<file path="src/design/dc_params.svh">
`ifndef DC_PARAMS_SVH
`define DC_PARAMS_SVH

// Queue depth, one entry per outstanding line
`define DC_NUM_TQ_ENTRY 4

// Address and data widths of the core side
`define DC_ADDR_W       20
`define DC_WORD_W       32
`define DC_WORDS_IN_CL  4
`define DC_REG_ID_W     5

// Field split of a byte address: line address, word offset, byte offset
`define DC_BYTE_OFF_W   2
`define DC_WORD_OFF_W   2
`define DC_CL_ADDR_W    (`DC_ADDR_W - `DC_WORD_OFF_W - `DC_BYTE_OFF_W)

// Encoded entry index width
`define DC_TQ_ID_W      $clog2(`DC_NUM_TQ_ENTRY)

`endif
</file>
<file path="src/design/dc_addr_pkg.sv">
`include "dc_params.svh"

package dc_addr_pkg;

    // Full byte address as the core sees it
    typedef logic [`DC_ADDR_W-1:0]       t_address;

    // Tag and set bits, which name one cache line
    typedef logic [`DC_CL_ADDR_W-1:0]    t_cl_address;
    typedef logic [`DC_WORD_OFF_W-1:0]   t_word_offset;

    typedef logic [`DC_WORD_W-1:0]       t_word;

    // A line is kept word by word so a word offset can index it directly
    typedef logic [`DC_WORDS_IN_CL-1:0][`DC_WORD_W-1:0] t_cl;

    typedef logic [`DC_REG_ID_W-1:0]     t_reg_id;

    // Queue entry index, encoded and as a vector with one bit per entry
    typedef logic [`DC_TQ_ID_W-1:0]      t_tq_id;
    typedef logic [`DC_NUM_TQ_ENTRY-1:0] t_tq_vec;

    // One modified bit per word of the merge buffer
    typedef logic [`DC_WORDS_IN_CL-1:0]  t_word_mask;

endpackage

</file>
<file path="src/design/dc_msg_pkg.sv">
package dc_msg_pkg;
    import dc_addr_pkg::*;

    typedef enum logic {
        RD_OP = 1'b0,
        WR_OP = 1'b1
    } t_opcode;

    // Kind of lookup sent down the pipe
    typedef enum logic [1:0] {
        NO_LU   = 2'b00,
        RD_LU   = 2'b01,
        WR_LU   = 2'b10,
        FILL_LU = 2'b11
    } t_lu_op;

    typedef enum logic [1:0] {
        HIT  = 2'b00,
        MISS = 2'b01,
        FILL = 2'b10
    } t_lu_result;

    // Life cycle of one queue entry
    typedef enum logic [1:0] {
        S_IDLE          = 2'b00,
        S_LU_CORE       = 2'b01,
        S_MB_WAIT_FILL  = 2'b10,
        S_MB_FILL_READY = 2'b11
    } t_tq_state;

    typedef struct packed {
        logic     valid;
        t_opcode  opcode;
        t_address address;
        t_word    data;
        t_reg_id  reg_id;
    } t_core_req;

    typedef struct packed {
        logic     valid;
        t_word    data;
        t_address address;
        t_reg_id  reg_id;
    } t_core_rsp;

    // Line returned by memory after a miss
    typedef struct packed {
        logic     valid;
        t_address address;
        t_cl      data;
    } t_fill_rsp;

    typedef struct packed {
        logic     valid;
        t_lu_op   lu_op;
        t_address address;
        t_word    data;
        t_cl      cl_data;
        t_tq_id   tq_id;
        t_reg_id  reg_id;
        logic     rd_indication;
        logic     wr_indication;
        logic     mb_hit_cancel;
    } t_lu_req;

    typedef struct packed {
        logic       valid;
        t_lu_op     lu_op;
        t_lu_result lu_result;
        t_address   address;
        t_cl        cl_data;
        t_tq_id     tq_id;
        t_reg_id    reg_id;
        logic       rd_indication;
        logic       wr_match_in_pipe;
    } t_lu_rsp;

endpackage

</file>
<file path="src/design/tq_ifs.sv">
`timescale 1ns/1ps
`include "dc_params.svh"

// ==============================
// Entry view
// ==============================
// Registered contents of every queue entry, published by the entry array
interface tq_view_if import dc_addr_pkg::*, dc_msg_pkg::*; ();
    t_tq_state    [`DC_NUM_TQ_ENTRY-1:0] state;
    t_cl_address  [`DC_NUM_TQ_ENTRY-1:0] cl_address;
    t_word_offset [`DC_NUM_TQ_ENTRY-1:0] word_offset;
    t_reg_id      [`DC_NUM_TQ_ENTRY-1:0] reg_id;
    logic         [`DC_NUM_TQ_ENTRY-1:0] rd_ind;
    logic         [`DC_NUM_TQ_ENTRY-1:0] wr_ind;
    t_cl          [`DC_NUM_TQ_ENTRY-1:0] mb_data;

    modport owner  (output state, cl_address, word_offset, reg_id, rd_ind, wr_ind, mb_data);
    modport viewer (input  state, cl_address, word_offset, reg_id, rd_ind, wr_ind, mb_data);
endinterface

// ==============================
// Stage one decisions
// ==============================
// Vectors are one-hot per entry, ids are the matching encoded index
interface tq_cmd_if import dc_addr_pkg::*; ();
    t_tq_vec alloc;
    t_tq_vec rd_hit;
    t_tq_vec wr_hit;
    t_tq_vec fill_issue;
    t_tq_id  tq_id;
    logic    mb_hit;
    t_tq_id  fill_id;
    logic    fill_go;

    modport source (output alloc, rd_hit, wr_hit, fill_issue, tq_id, mb_hit, fill_id, fill_go);
    modport sink   (input  alloc, rd_hit, wr_hit, fill_issue, tq_id, mb_hit, fill_id, fill_go);
endinterface

// ==============================
// Stage three entry events
// ==============================
interface lu_evt_if import dc_addr_pkg::*, dc_msg_pkg::*; ();
    logic       valid;
    t_tq_id     tq_id;
    t_lu_result result;
    logic       wr_match;

    modport source (output valid, tq_id, result, wr_match);
    modport sink   (input  valid, tq_id, result, wr_match);
endinterface

</file>
<file path="src/design/d_cache_tq.sv">
`timescale 1ns/1ps

module d_cache_tq
    import dc_msg_pkg::*;
(
    input  logic          clk,
    input  logic          reset,
    // Core side
    input  var t_core_req core_req,
    output logic          ready,
    output t_core_rsp     core_rsp,
    // Memory fill
    input  var t_fill_rsp fill_rsp,
    // Lookup pipe, request in stage one and response from stage three
    output t_lu_req       lu_req,
    input  var t_lu_rsp   lu_rsp
);

    tq_view_if view ();
    tq_cmd_if  cmd ();
    lu_evt_if  evt ();

    // ==============================
    // Stage one
    // ==============================
    tq_match u_tq_match (
        .core_req (core_req),
        .view     (view),
        .cmd      (cmd),
        .ready    (ready)
    );

    lu_req_mux u_lu_req_mux (
        .core_req (core_req),
        .view     (view),
        .cmd      (cmd),
        .lu_req   (lu_req)
    );

    // Entry state is the only storage in the queue
    tq_entry_array u_tq_entry_array (
        .clk      (clk),
        .reset    (reset),
        .core_req (core_req),
        .fill_rsp (fill_rsp),
        .cmd      (cmd),
        .evt      (evt),
        .view     (view)
    );

    // Stage three
    lu_rsp_decode u_lu_rsp_decode (
        .lu_rsp   (lu_rsp),
        .evt      (evt),
        .core_rsp (core_rsp)
    );

endmodule

</file>
<file path="src/design/lu_rsp_decode.sv">
`timescale 1ns/1ps
`include "dc_params.svh"

module lu_rsp_decode
    import dc_addr_pkg::*;
    import dc_msg_pkg::*;
(
    input  var t_lu_rsp lu_rsp,
    lu_evt_if.source    evt,
    output t_core_rsp   core_rsp
);

    t_word_offset rsp_word_offset;
    logic         rd_hit;
    logic         fill_with_rd;

    // Every stage three response is an event for the entry it names
    assign evt.valid    = lu_rsp.valid;
    assign evt.tq_id    = lu_rsp.tq_id;
    assign evt.result   = lu_rsp.lu_result;
    assign evt.wr_match = lu_rsp.wr_match_in_pipe;

    // Data reaches the core on a direct read hit or with the fill of a merged read
    assign rd_hit       = lu_rsp.valid && (lu_rsp.lu_op == RD_LU) && (lu_rsp.lu_result == HIT);
    assign fill_with_rd = lu_rsp.valid && (lu_rsp.lu_op == FILL_LU) && lu_rsp.rd_indication;

    assign rsp_word_offset = lu_rsp.address[`DC_BYTE_OFF_W +: `DC_WORD_OFF_W];

    assign core_rsp.valid   = rd_hit || fill_with_rd;
    assign core_rsp.data    = lu_rsp.cl_data[rsp_word_offset];
    assign core_rsp.address = lu_rsp.address;
    assign core_rsp.reg_id  = lu_rsp.reg_id;

endmodule

</file>
<file path="src/design/lu_req_mux.sv">
`timescale 1ns/1ps
`include "dc_params.svh"

module lu_req_mux
    import dc_addr_pkg::*;
    import dc_msg_pkg::*;
(
    input  var t_core_req core_req,
    tq_view_if.viewer     view,
    tq_cmd_if.sink        cmd,
    output t_lu_req       lu_req
);

    // Core requests own the pipe slot; a ready fill only fills an empty slot
    always_comb begin
        lu_req = '0;
        if (core_req.valid) begin
            lu_req.valid         = 1'b1;
            lu_req.lu_op         = (core_req.opcode == WR_OP) ? WR_LU : RD_LU;
            lu_req.address       = core_req.address;
            lu_req.data          = core_req.data;
            lu_req.tq_id         = cmd.tq_id;
            lu_req.reg_id        = core_req.reg_id;
            lu_req.rd_indication = (core_req.opcode == RD_OP);
            lu_req.wr_indication = (core_req.opcode == WR_OP);
            // Merged requests ride an entry that already owns the line
            lu_req.mb_hit_cancel = cmd.mb_hit;
        end else if (cmd.fill_go) begin
            lu_req.valid         = 1'b1;
            lu_req.lu_op         = FILL_LU;
            // Word offset points at the attached read, if there is one
            lu_req.address       = {view.cl_address[cmd.fill_id],
                                    view.word_offset[cmd.fill_id],
                                    {`DC_BYTE_OFF_W{1'b0}}};
            lu_req.cl_data       = view.mb_data[cmd.fill_id];
            lu_req.tq_id         = cmd.fill_id;
            lu_req.reg_id        = view.reg_id[cmd.fill_id];
            lu_req.rd_indication = view.rd_ind[cmd.fill_id];
            lu_req.wr_indication = view.wr_ind[cmd.fill_id];
        end
    end

endmodule

</file>
<file path="src/design/tq_entry_array.sv">
`timescale 1ns/1ps
`include "dc_params.svh"

module tq_entry_array
    import dc_addr_pkg::*;
    import dc_msg_pkg::*;
(
    input  logic          clk,
    input  logic          reset,
    input  var t_core_req core_req,
    input  var t_fill_rsp fill_rsp,
    tq_cmd_if.sink        cmd,
    lu_evt_if.sink        evt,
    tq_view_if.owner      view
);

    t_tq_state    [`DC_NUM_TQ_ENTRY-1:0] state;
    t_tq_state    [`DC_NUM_TQ_ENTRY-1:0] next_state;
    t_cl_address  [`DC_NUM_TQ_ENTRY-1:0] cl_address;
    t_cl_address  [`DC_NUM_TQ_ENTRY-1:0] next_cl_address;
    t_word_offset [`DC_NUM_TQ_ENTRY-1:0] word_offset;
    t_word_offset [`DC_NUM_TQ_ENTRY-1:0] next_word_offset;
    t_reg_id      [`DC_NUM_TQ_ENTRY-1:0] reg_id;
    t_reg_id      [`DC_NUM_TQ_ENTRY-1:0] next_reg_id;
    logic         [`DC_NUM_TQ_ENTRY-1:0] rd_ind;
    logic         [`DC_NUM_TQ_ENTRY-1:0] next_rd_ind;
    logic         [`DC_NUM_TQ_ENTRY-1:0] wr_ind;
    logic         [`DC_NUM_TQ_ENTRY-1:0] next_wr_ind;
    t_cl          [`DC_NUM_TQ_ENTRY-1:0] mb_data;
    t_cl          [`DC_NUM_TQ_ENTRY-1:0] next_mb_data;
    t_word_mask   [`DC_NUM_TQ_ENTRY-1:0] mb_mod;
    t_word_mask   [`DC_NUM_TQ_ENTRY-1:0] next_mb_mod;

    t_tq_vec      fill_hit;
    t_cl_address  req_cl_address;
    t_word_offset req_word_offset;
    t_cl_address  fill_cl_address;

    assign req_cl_address  = core_req.address[`DC_ADDR_W-1 -: `DC_CL_ADDR_W];
    assign req_word_offset = core_req.address[`DC_BYTE_OFF_W +: `DC_WORD_OFF_W];
    assign fill_cl_address = fill_rsp.address[`DC_ADDR_W-1 -: `DC_CL_ADDR_W];

    // Memory returns one line per miss, so the line address alone finds the waiter
    always_comb begin
        for (int i = 0; i < `DC_NUM_TQ_ENTRY; i++) begin
            fill_hit[i] = fill_rsp.valid &&
                          (state[i] == S_MB_WAIT_FILL) &&
                          (fill_cl_address == cl_address[i]);
        end
    end

    // ==============================
    // Per entry FSM and merge buffer
    // ==============================
    always_comb begin
        for (int i = 0; i < `DC_NUM_TQ_ENTRY; i++) begin
            next_state[i]       = state[i];
            next_cl_address[i]  = cl_address[i];
            next_word_offset[i] = word_offset[i];
            next_reg_id[i]      = reg_id[i];
            next_rd_ind[i]      = rd_ind[i];
            next_wr_ind[i]      = wr_ind[i];
            next_mb_data[i]     = mb_data[i];
            next_mb_mod[i]      = mb_mod[i];

            unique case (state[i])
                S_IDLE: begin
                    if (cmd.alloc[i])
                        next_state[i] = S_LU_CORE;
                end
                S_LU_CORE: begin
                    // A fill result here belongs to an older owner of the entry
                    if (evt.valid && (evt.tq_id == t_tq_id'(i))) begin
                        if (evt.result == HIT)
                            next_state[i] = evt.wr_match ? S_LU_CORE : S_IDLE;
                        else if (evt.result == MISS)
                            next_state[i] = S_MB_WAIT_FILL;
                    end
                end
                S_MB_WAIT_FILL: begin
                    if (fill_hit[i])
                        next_state[i] = S_MB_FILL_READY;
                end
                S_MB_FILL_READY: begin
                    if (cmd.fill_issue[i])
                        next_state[i] = S_IDLE;
                end
                default: begin
                    next_state[i] = state[i];
                end
            endcase

            // New entry starts with a clean merge buffer
            if (cmd.alloc[i]) begin
                next_cl_address[i]  = req_cl_address;
                next_word_offset[i] = req_word_offset;
                next_reg_id[i]      = core_req.reg_id;
                next_rd_ind[i]      = (core_req.opcode == RD_OP);
                next_wr_ind[i]      = (core_req.opcode == WR_OP);
                next_mb_data[i]     = '0;
                next_mb_mod[i]      = '0;
                if (core_req.opcode == WR_OP) begin
                    next_mb_data[i][req_word_offset] = core_req.data;
                    next_mb_mod[i][req_word_offset]  = 1'b1;
                end
            end

            // Read after write: the fill lookup will answer this read
            if (cmd.rd_hit[i]) begin
                next_rd_ind[i]      = 1'b1;
                next_word_offset[i] = req_word_offset;
                next_reg_id[i]      = core_req.reg_id;
            end

            // Write after write just overwrites its word in the buffer
            if (cmd.wr_hit[i]) begin
                next_wr_ind[i]                   = 1'b1;
                next_mb_data[i][req_word_offset] = core_req.data;
                next_mb_mod[i][req_word_offset]  = 1'b1;
            end

            // Fill goes in under the written words, including one written this cycle
            if (fill_hit[i]) begin
                for (int w = 0; w < `DC_WORDS_IN_CL; w++) begin
                    if (!next_mb_mod[i][w])
                        next_mb_data[i][w] = fill_rsp.data[w];
                end
            end
        end
    end

    always_ff @(posedge clk) begin
        if (reset) begin
            state <= {`DC_NUM_TQ_ENTRY{S_IDLE}};
        end else begin
            state <= next_state;
        end
    end

    always_ff @(posedge clk) begin
        cl_address  <= next_cl_address;
        word_offset <= next_word_offset;
        reg_id      <= next_reg_id;
        rd_ind      <= next_rd_ind;
        wr_ind      <= next_wr_ind;
        mb_data     <= next_mb_data;
        mb_mod      <= next_mb_mod;
    end

    assign view.state       = state;
    assign view.cl_address  = cl_address;
    assign view.word_offset = word_offset;
    assign view.reg_id      = reg_id;
    assign view.rd_ind      = rd_ind;
    assign view.wr_ind      = wr_ind;
    assign view.mb_data     = mb_data;

endmodule

</file>
<file path="src/design/tq_match.sv">
`timescale 1ns/1ps
`include "dc_params.svh"

module tq_match
    import dc_addr_pkg::*;
    import dc_msg_pkg::*;
(
    input  var t_core_req core_req,
    tq_view_if.viewer     view,
    tq_cmd_if.source      cmd,
    output logic          ready
);

    t_tq_vec     match;
    t_tq_vec     free_vec;
    t_tq_vec     fill_vec;
    t_tq_vec     first_free;
    t_tq_vec     first_fill;
    t_tq_vec     alloc_vec;
    t_cl_address req_cl_address;
    logic        mb_hit;

    // Encoded index of the lowest set bit, zero for an empty vector
    function automatic t_tq_id first_id(t_tq_vec vec);
        t_tq_id id;
        id = '0;
        for (int i = `DC_NUM_TQ_ENTRY - 1; i >= 0; i--) begin
            if (vec[i])
                id = t_tq_id'(i);
        end
        return id;
    endfunction

    assign req_cl_address = core_req.address[`DC_ADDR_W-1 -: `DC_CL_ADDR_W];

    // ==============================
    // Merge buffer compare
    // ==============================
    // An open entry accepts merges until a read has been attached to it
    // Only one entry tracks a given line, so at most one bit of match is set
    always_comb begin
        for (int i = 0; i < `DC_NUM_TQ_ENTRY; i++) begin
            free_vec[i] = (view.state[i] == S_IDLE);
            fill_vec[i] = (view.state[i] == S_MB_FILL_READY);
            match[i]    = core_req.valid &&
                          !free_vec[i] &&
                          !view.rd_ind[i] &&
                          (view.cl_address[i] == req_cl_address);
        end
    end

    assign mb_hit = |match;

    // Lowest set bit as a one-hot vector
    assign first_free = free_vec & (~free_vec + t_tq_vec'(1));
    assign first_fill = fill_vec & (~fill_vec + t_tq_vec'(1));

    // A request that misses the merge buffer takes the lowest idle entry
    assign alloc_vec = (core_req.valid && !mb_hit) ? first_free : '0;

    assign cmd.alloc  = alloc_vec;
    assign cmd.rd_hit = (core_req.opcode == RD_OP) ? match : '0;
    assign cmd.wr_hit = (core_req.opcode == WR_OP) ? match : '0;
    assign cmd.mb_hit = mb_hit;
    assign cmd.tq_id  = mb_hit ? first_id(match) : first_id(free_vec);

    // ==============================
    // Fill pick
    // ==============================
    // Fills only use the pipe when the core leaves the slot empty
    assign cmd.fill_go    = (|fill_vec) && !core_req.valid;
    assign cmd.fill_issue = cmd.fill_go ? first_fill : '0;
    assign cmd.fill_id    = first_id(fill_vec);

    // Full when no entry stays idle after this cycle's allocation
    assign ready = ~&(~free_vec | alloc_vec);

endmodule

</file>
<file path="config.mk">
export PLATFORM = sky130hd
export DESIGN_NAME = d_cache_tq
export DESIGN_NICKNAME = d
export VERILOG_FILES = /design/src/design/dc_addr_pkg.sv /design/src/design/dc_msg_pkg.sv /design/src/design/tq_ifs.sv /design/src/design/d_cache_tq.sv /design/src/design/lu_rsp_decode.sv /design/src/design/lu_req_mux.sv /design/src/design/tq_entry_array.sv /design/src/design/tq_match.sv
export VERILOG_INCLUDE_DIRS = /design/src /design/src/design
export SDC_FILE = /design/constraint.sdc
export NUM_CORES = 2
export LEC_CHECK = 0
export BUFFER_PORTS_ARGS = -buffer_cell sky130_fd_sc_hd__buf_4
export CAP_MARGIN = 20
export CELL_PAD_IN_SITES_DETAIL_PLACEMENT = 1
export CELL_PAD_IN_SITES_GLOBAL_PLACEMENT = 1
export CORE_MARGIN = 2
export CORE_UTILIZATION = 32
export DETAILED_ROUTE_END_ITERATION = 12
export GPL_ROUTABILITY_DRIVEN = 0
export PLACE_DENSITY = 0.59
export SYNTH_ARGS = -nofsm -noshare
export SYNTH_HDL_FRONTEND = slang
export SYNTH_HIERARCHICAL = 1
export SYNTH_SLANG_ARGS = --single-unit
</file>
<file path="constraint.sdc">
create_clock -name clk -period 10.02 [get_ports clk]
set_input_delay 1.002 -clock clk [delete_from_list [all_inputs] [get_ports clk]]
set_output_delay 1.002 -clock clk [all_outputs]
set_load 0.005 [all_outputs]
</file>
==> impl_metrics.json <==
{
  "status": "complete, no violations",
  "grt_util_met2_pct": 43.9,
  "adder_cell_fraction_of_synth_area_pct": 0.0299,
  "timing.slew.headroom_pct": 21.4,
  "gr-usage-met3_pct": 5.03,
  "drt_first_iter_violations": 2054,
  "vdd.ir_drop.worst_v": 0.000119,
  "route.antenna.remaining_nets": 0,
  "floorplan.die.width_um": 327,
  "power_switching_mw": 1.66,
  "cts.repair.resized": 0,
  "die_y_um": 327,
  "post_synth_mux_area_share_pct": 29.3,
  "power.static_leakage_nw": 17.1,
  "synthesis.area_sq_um": 33400,
  "grt_setup_unrepaired": "false",
  "grt_usage_pct": 26.1,
  "final.setup_skew_ps": 39.4,
  "cts.reportedPaths.clkPinSlew_ps": 60,
  "dominantRegCellSynth": "dfxtp_1",
  "fill_cell_total_of_the_finished_layout": 11013,
  "grt_use_met1_pct": 32.7,
  "critical_path.cell_chain": "nor2_1 -> nor4_1 -> nand4_1 -> nor4_2 -> or4b_1 -> nor4b_4 -> a21oi_1 -> nor3_2 -> a21o_1 -> nor3_4 -> buf_4 -> mux2_2",
  "critical_path_arrival_ps": 6000,
  "post-route-drc-count": 0,
  "post_cts_buffers": 0,
  "setup_total_negative_slack_ps": 0,
  "path_depth": 12,
  "start_kind": "flop",
  "core_box_area_sq_um": 103000,
  "via_count": 26847,
  "pwr-share-comb_pct": 11.8,
  "syn_avg_cell_area_sq_um": 12.1,
  "min_period_over_period_pct": 54.9,
  "worst-slew-pin-transition_ps": 1170,
  "via_density_per_instance": 5.81,
  "min_path_cells": 1,
  "initial_core_utilization_pct": 32.3,
  "cp.buffers_inverters": 1,
  "ctsHoldBuffers": 0,
  "kind_of_end_point_of_the_critical_path": "flop",
  "synth.ff_latch_count": 636,
  "setup_violations": 0,
  "clkLatencyLatePin_ps": 650,
  "dominant_combinational_cell_family_by_area_after_synthesis": "multiplexers",
  "grt_start_max_net_pins": 130,
  "worstPathRequired_ps": 10520,
  "hold_viol_final": 0,
  "grt_overflow_total": 0,
  "fmaxAchievable_mhz": 182,
  "ys_async_sr_fraction_pct": 0,
  "cts-buffers-inserted": 76,
  "proportion_of_total_power_due_to_net_switching_pct": 25.7,
  "dpl.cell_count": 4472,
  "cts-htree-levels": 3,
  "drv_cap": 0,
  "hold_class": "reg2reg",
  "port-buffer-count": 573,
  "antenna_found_initial": 22,
  "synth.net_count": 3146,
  "power.share.sequential_pct": 44.0,
  "cts_tree": "yes",
  "synth_xor_xnor_area_share_pct": 3.35,
  "clock_sink_count": 636,
  "synth_compound_gate_area_share_pct": 14.9,
  "totalPowerFinal_mw": 6.44,
  "p_clk_share_pct": 44.2,
  "area_growth_syn_to_layout_pct": 23.6,
  "synth-edff-count": 92,
  "root_buffer": "clkbuf_16",
  "yosysSeqAreaShare_pct": 40.8,
  "worstSetupPathType": "reg2reg",
  "drt_wl_total_um": 145000,
  "cp_top_family": "simple AND/OR/NAND/NOR gates",
  "grt_first_pass_wirelength_um": 207000,
  "die_area_sq_um": 107000,
  "cts.path.max_buffers": 3,
  "fraction_of_layout_cells_with_a_size_suffix_above_1_pct": 42.6,
  "timing.final.max_slew_violations": 0,
  "worst_path_fanout_max": 22,
  "drt_pre_antenna_iters": 6,
  "final_non_filler_cells": 4624,
  "synthesis.instances": 2774,
  "synth.lib_cells_used.distinct": 54,
  "max_stage_delay_ps": 820,
  "std_cell_rows": 118,
  "synth-warning-count": 6,
  "wl_per_cell_um": 31.3,
  "power.density_nw_per_um2": 156,
  "r2r.worst_path.cells": 12,
  "num-nets-final": 3543,
  "floorplan.io_pins": 624,
  "synth_simple_gate_area_share_pct": 6.16,
  "timing.final.crit_period_ps": 5500,
  "internal_power_mw": 4.78,
  "first_global_vias": 29535,
  "timing.critical_path.slowest_stage_cell": "a21oi_1",
  "gr-max-usage-layer": "met2",
  "dp_hpwl_um": 94200
}
==> placed cells by master (no fill, tap or decap), types with 8 or more instances in the layout <==
cell and n:
buf_4 633, dfxtp_1 544, a22o_1 411, mux2_2 370
mux4_2 183, and2_1 168, a22oi_1 129, mux2i_1 128
xor2_1 99, edfxtp_1 92, clkbuf_16 76, inv_1 48
xnor2_1 29, nor2_1 25, clkbuf_1 23, nand2_1 23
nor4_1 22, clkbuf_8 17, a21oi_4 16, mux2_1 14
nor2_4 13, a21o_1 12, o21ai_0 12, diode_2 11
a21oi_1 11, nor3_1 11, nand4_1 10, nor3_4 8
==> area by class of cell <==
cell class / instances / area (sq um) / area share (%)
multi-input combinational: 1772 / 18400 / 44.4
clock inverter: 24 / 340 / 0.823
antenna: 11 / 27.5 / 0.0666
sequential: 636 / 13700 / 33.0
timing repair buffer: 636 / 4820 / 11.7
clock buffer: 116 / 2220 / 5.38
inverter: 49 / 184 / 0.445
tap: 1380 / 1730 / 4.18
==> metal layers <==
layer,share of wire (%),up-vias
li1,-,11366
met1,41,14132
met2,49,1073
met3,6.3,254
met4,3.4,22
met5,0.095,-
==> Yosys cell counts, types with 5 or more instances <==
master,count,area [sq um]
xor2_1,99,867
clkbuf_1,164,616
a21o_1,12,90.1
mux2_1,14,158
a22o_1,411,3600
nor4_1,24,150
o21ai_0,12,60.1
dfxtp_1,544,10900
buf_1,35,131
nor2_1,38,143
buf_2,55,275
nand2_1,23,86.3
and2_1,168,1050
buf_6,25,282
mux2i_1,128,1280
inv_1,48,180
nand3_1,8,40.0
mux4_2,183,4120
xnor2_1,29,254
a21oi_1,27,135
or2_2,7,43.8
mux2_2,370,4170
a22oi_1,129,968
buf_4,34,255
nand2b_1,7,43.8
edfxtp_1,92,2760
o22a_1,5,43.8
nor3_1,16,80.1
nor4_2,5,62.6
nand4_1,10,62.6
==> stage by stage <==
stage	setup WS, ps	instance area (sq um)	hold slack [ps]	util (%)
3_5_place_dp	4010	38700	438	37.4
2_1_floorplan	4540	33400	418	-
6_report	4520	41300	451	39.9
4_1_cts	4570	41300	451	39.9
5_1_grt	4390	41300	472	39.9
3_3_place_gp	4110	38700	428	37.4
==> state kept, by name, indices dropped and copies added (netlist names), named ones only <==
register / count
u_tq_entry_array/view.mb_data: 512
u_tq_entry_array/view.word_offset: 8
u_tq_entry_array/view.cl_address: 64
u_tq_entry_array/view.wr_ind: 4
u_tq_entry_array/view.reg_id: 20
u_tq_entry_array/view.state: 4
u_tq_entry_array/mb_mod: 16
u_tq_entry_array/view.rd_ind: 4
==> kinds of logic (layout without fill, tap and decap cells) <==
family | Yosys count | count (layout)
xor gates and xnor gates | 128 | 128
other | 0 | 11
adders and majority gates | 1 | 1
AOI/OAI and AO/OA | 609 | 609
and+or+nand+nor | 337 | 337
muxes | 697 | 697
DFF | 636 | 636
buffers and inverters | 366 | 825
==> power groups by stage <==
stage | sequential [mW] | clock (mW) | combinational, mW
6_report | 2.83 | 2.85 | 0.759
5_1_grt | 2.84 | 3.01 | 0.806
4_1_cts | 2.83 | 2.91 | 0.758
3_5_place_dp | 2.88 | 0 | 0.754
3_3_place_gp | 2.86 | 0 | 0.718
2_1_floorplan | 2.85 | 0 | 0.420
==> final timing paths <==
kind | from | to | slack [ps]
worst max register to register | flop | u_tq_entry_array/view.mb_data[134] | 4520
worst min-delay path | u_tq_entry_array/mb_mod[10] | u_tq_entry_array/mb_mod[10] | 450
worst max-delay path | flop | u_tq_entry_array/view.mb_data[134] | 4520
worst min register to register | u_tq_entry_array/mb_mod[10] | u_tq_entry_array/mb_mod[10] | 450
(Power assumes the default switching activity.)
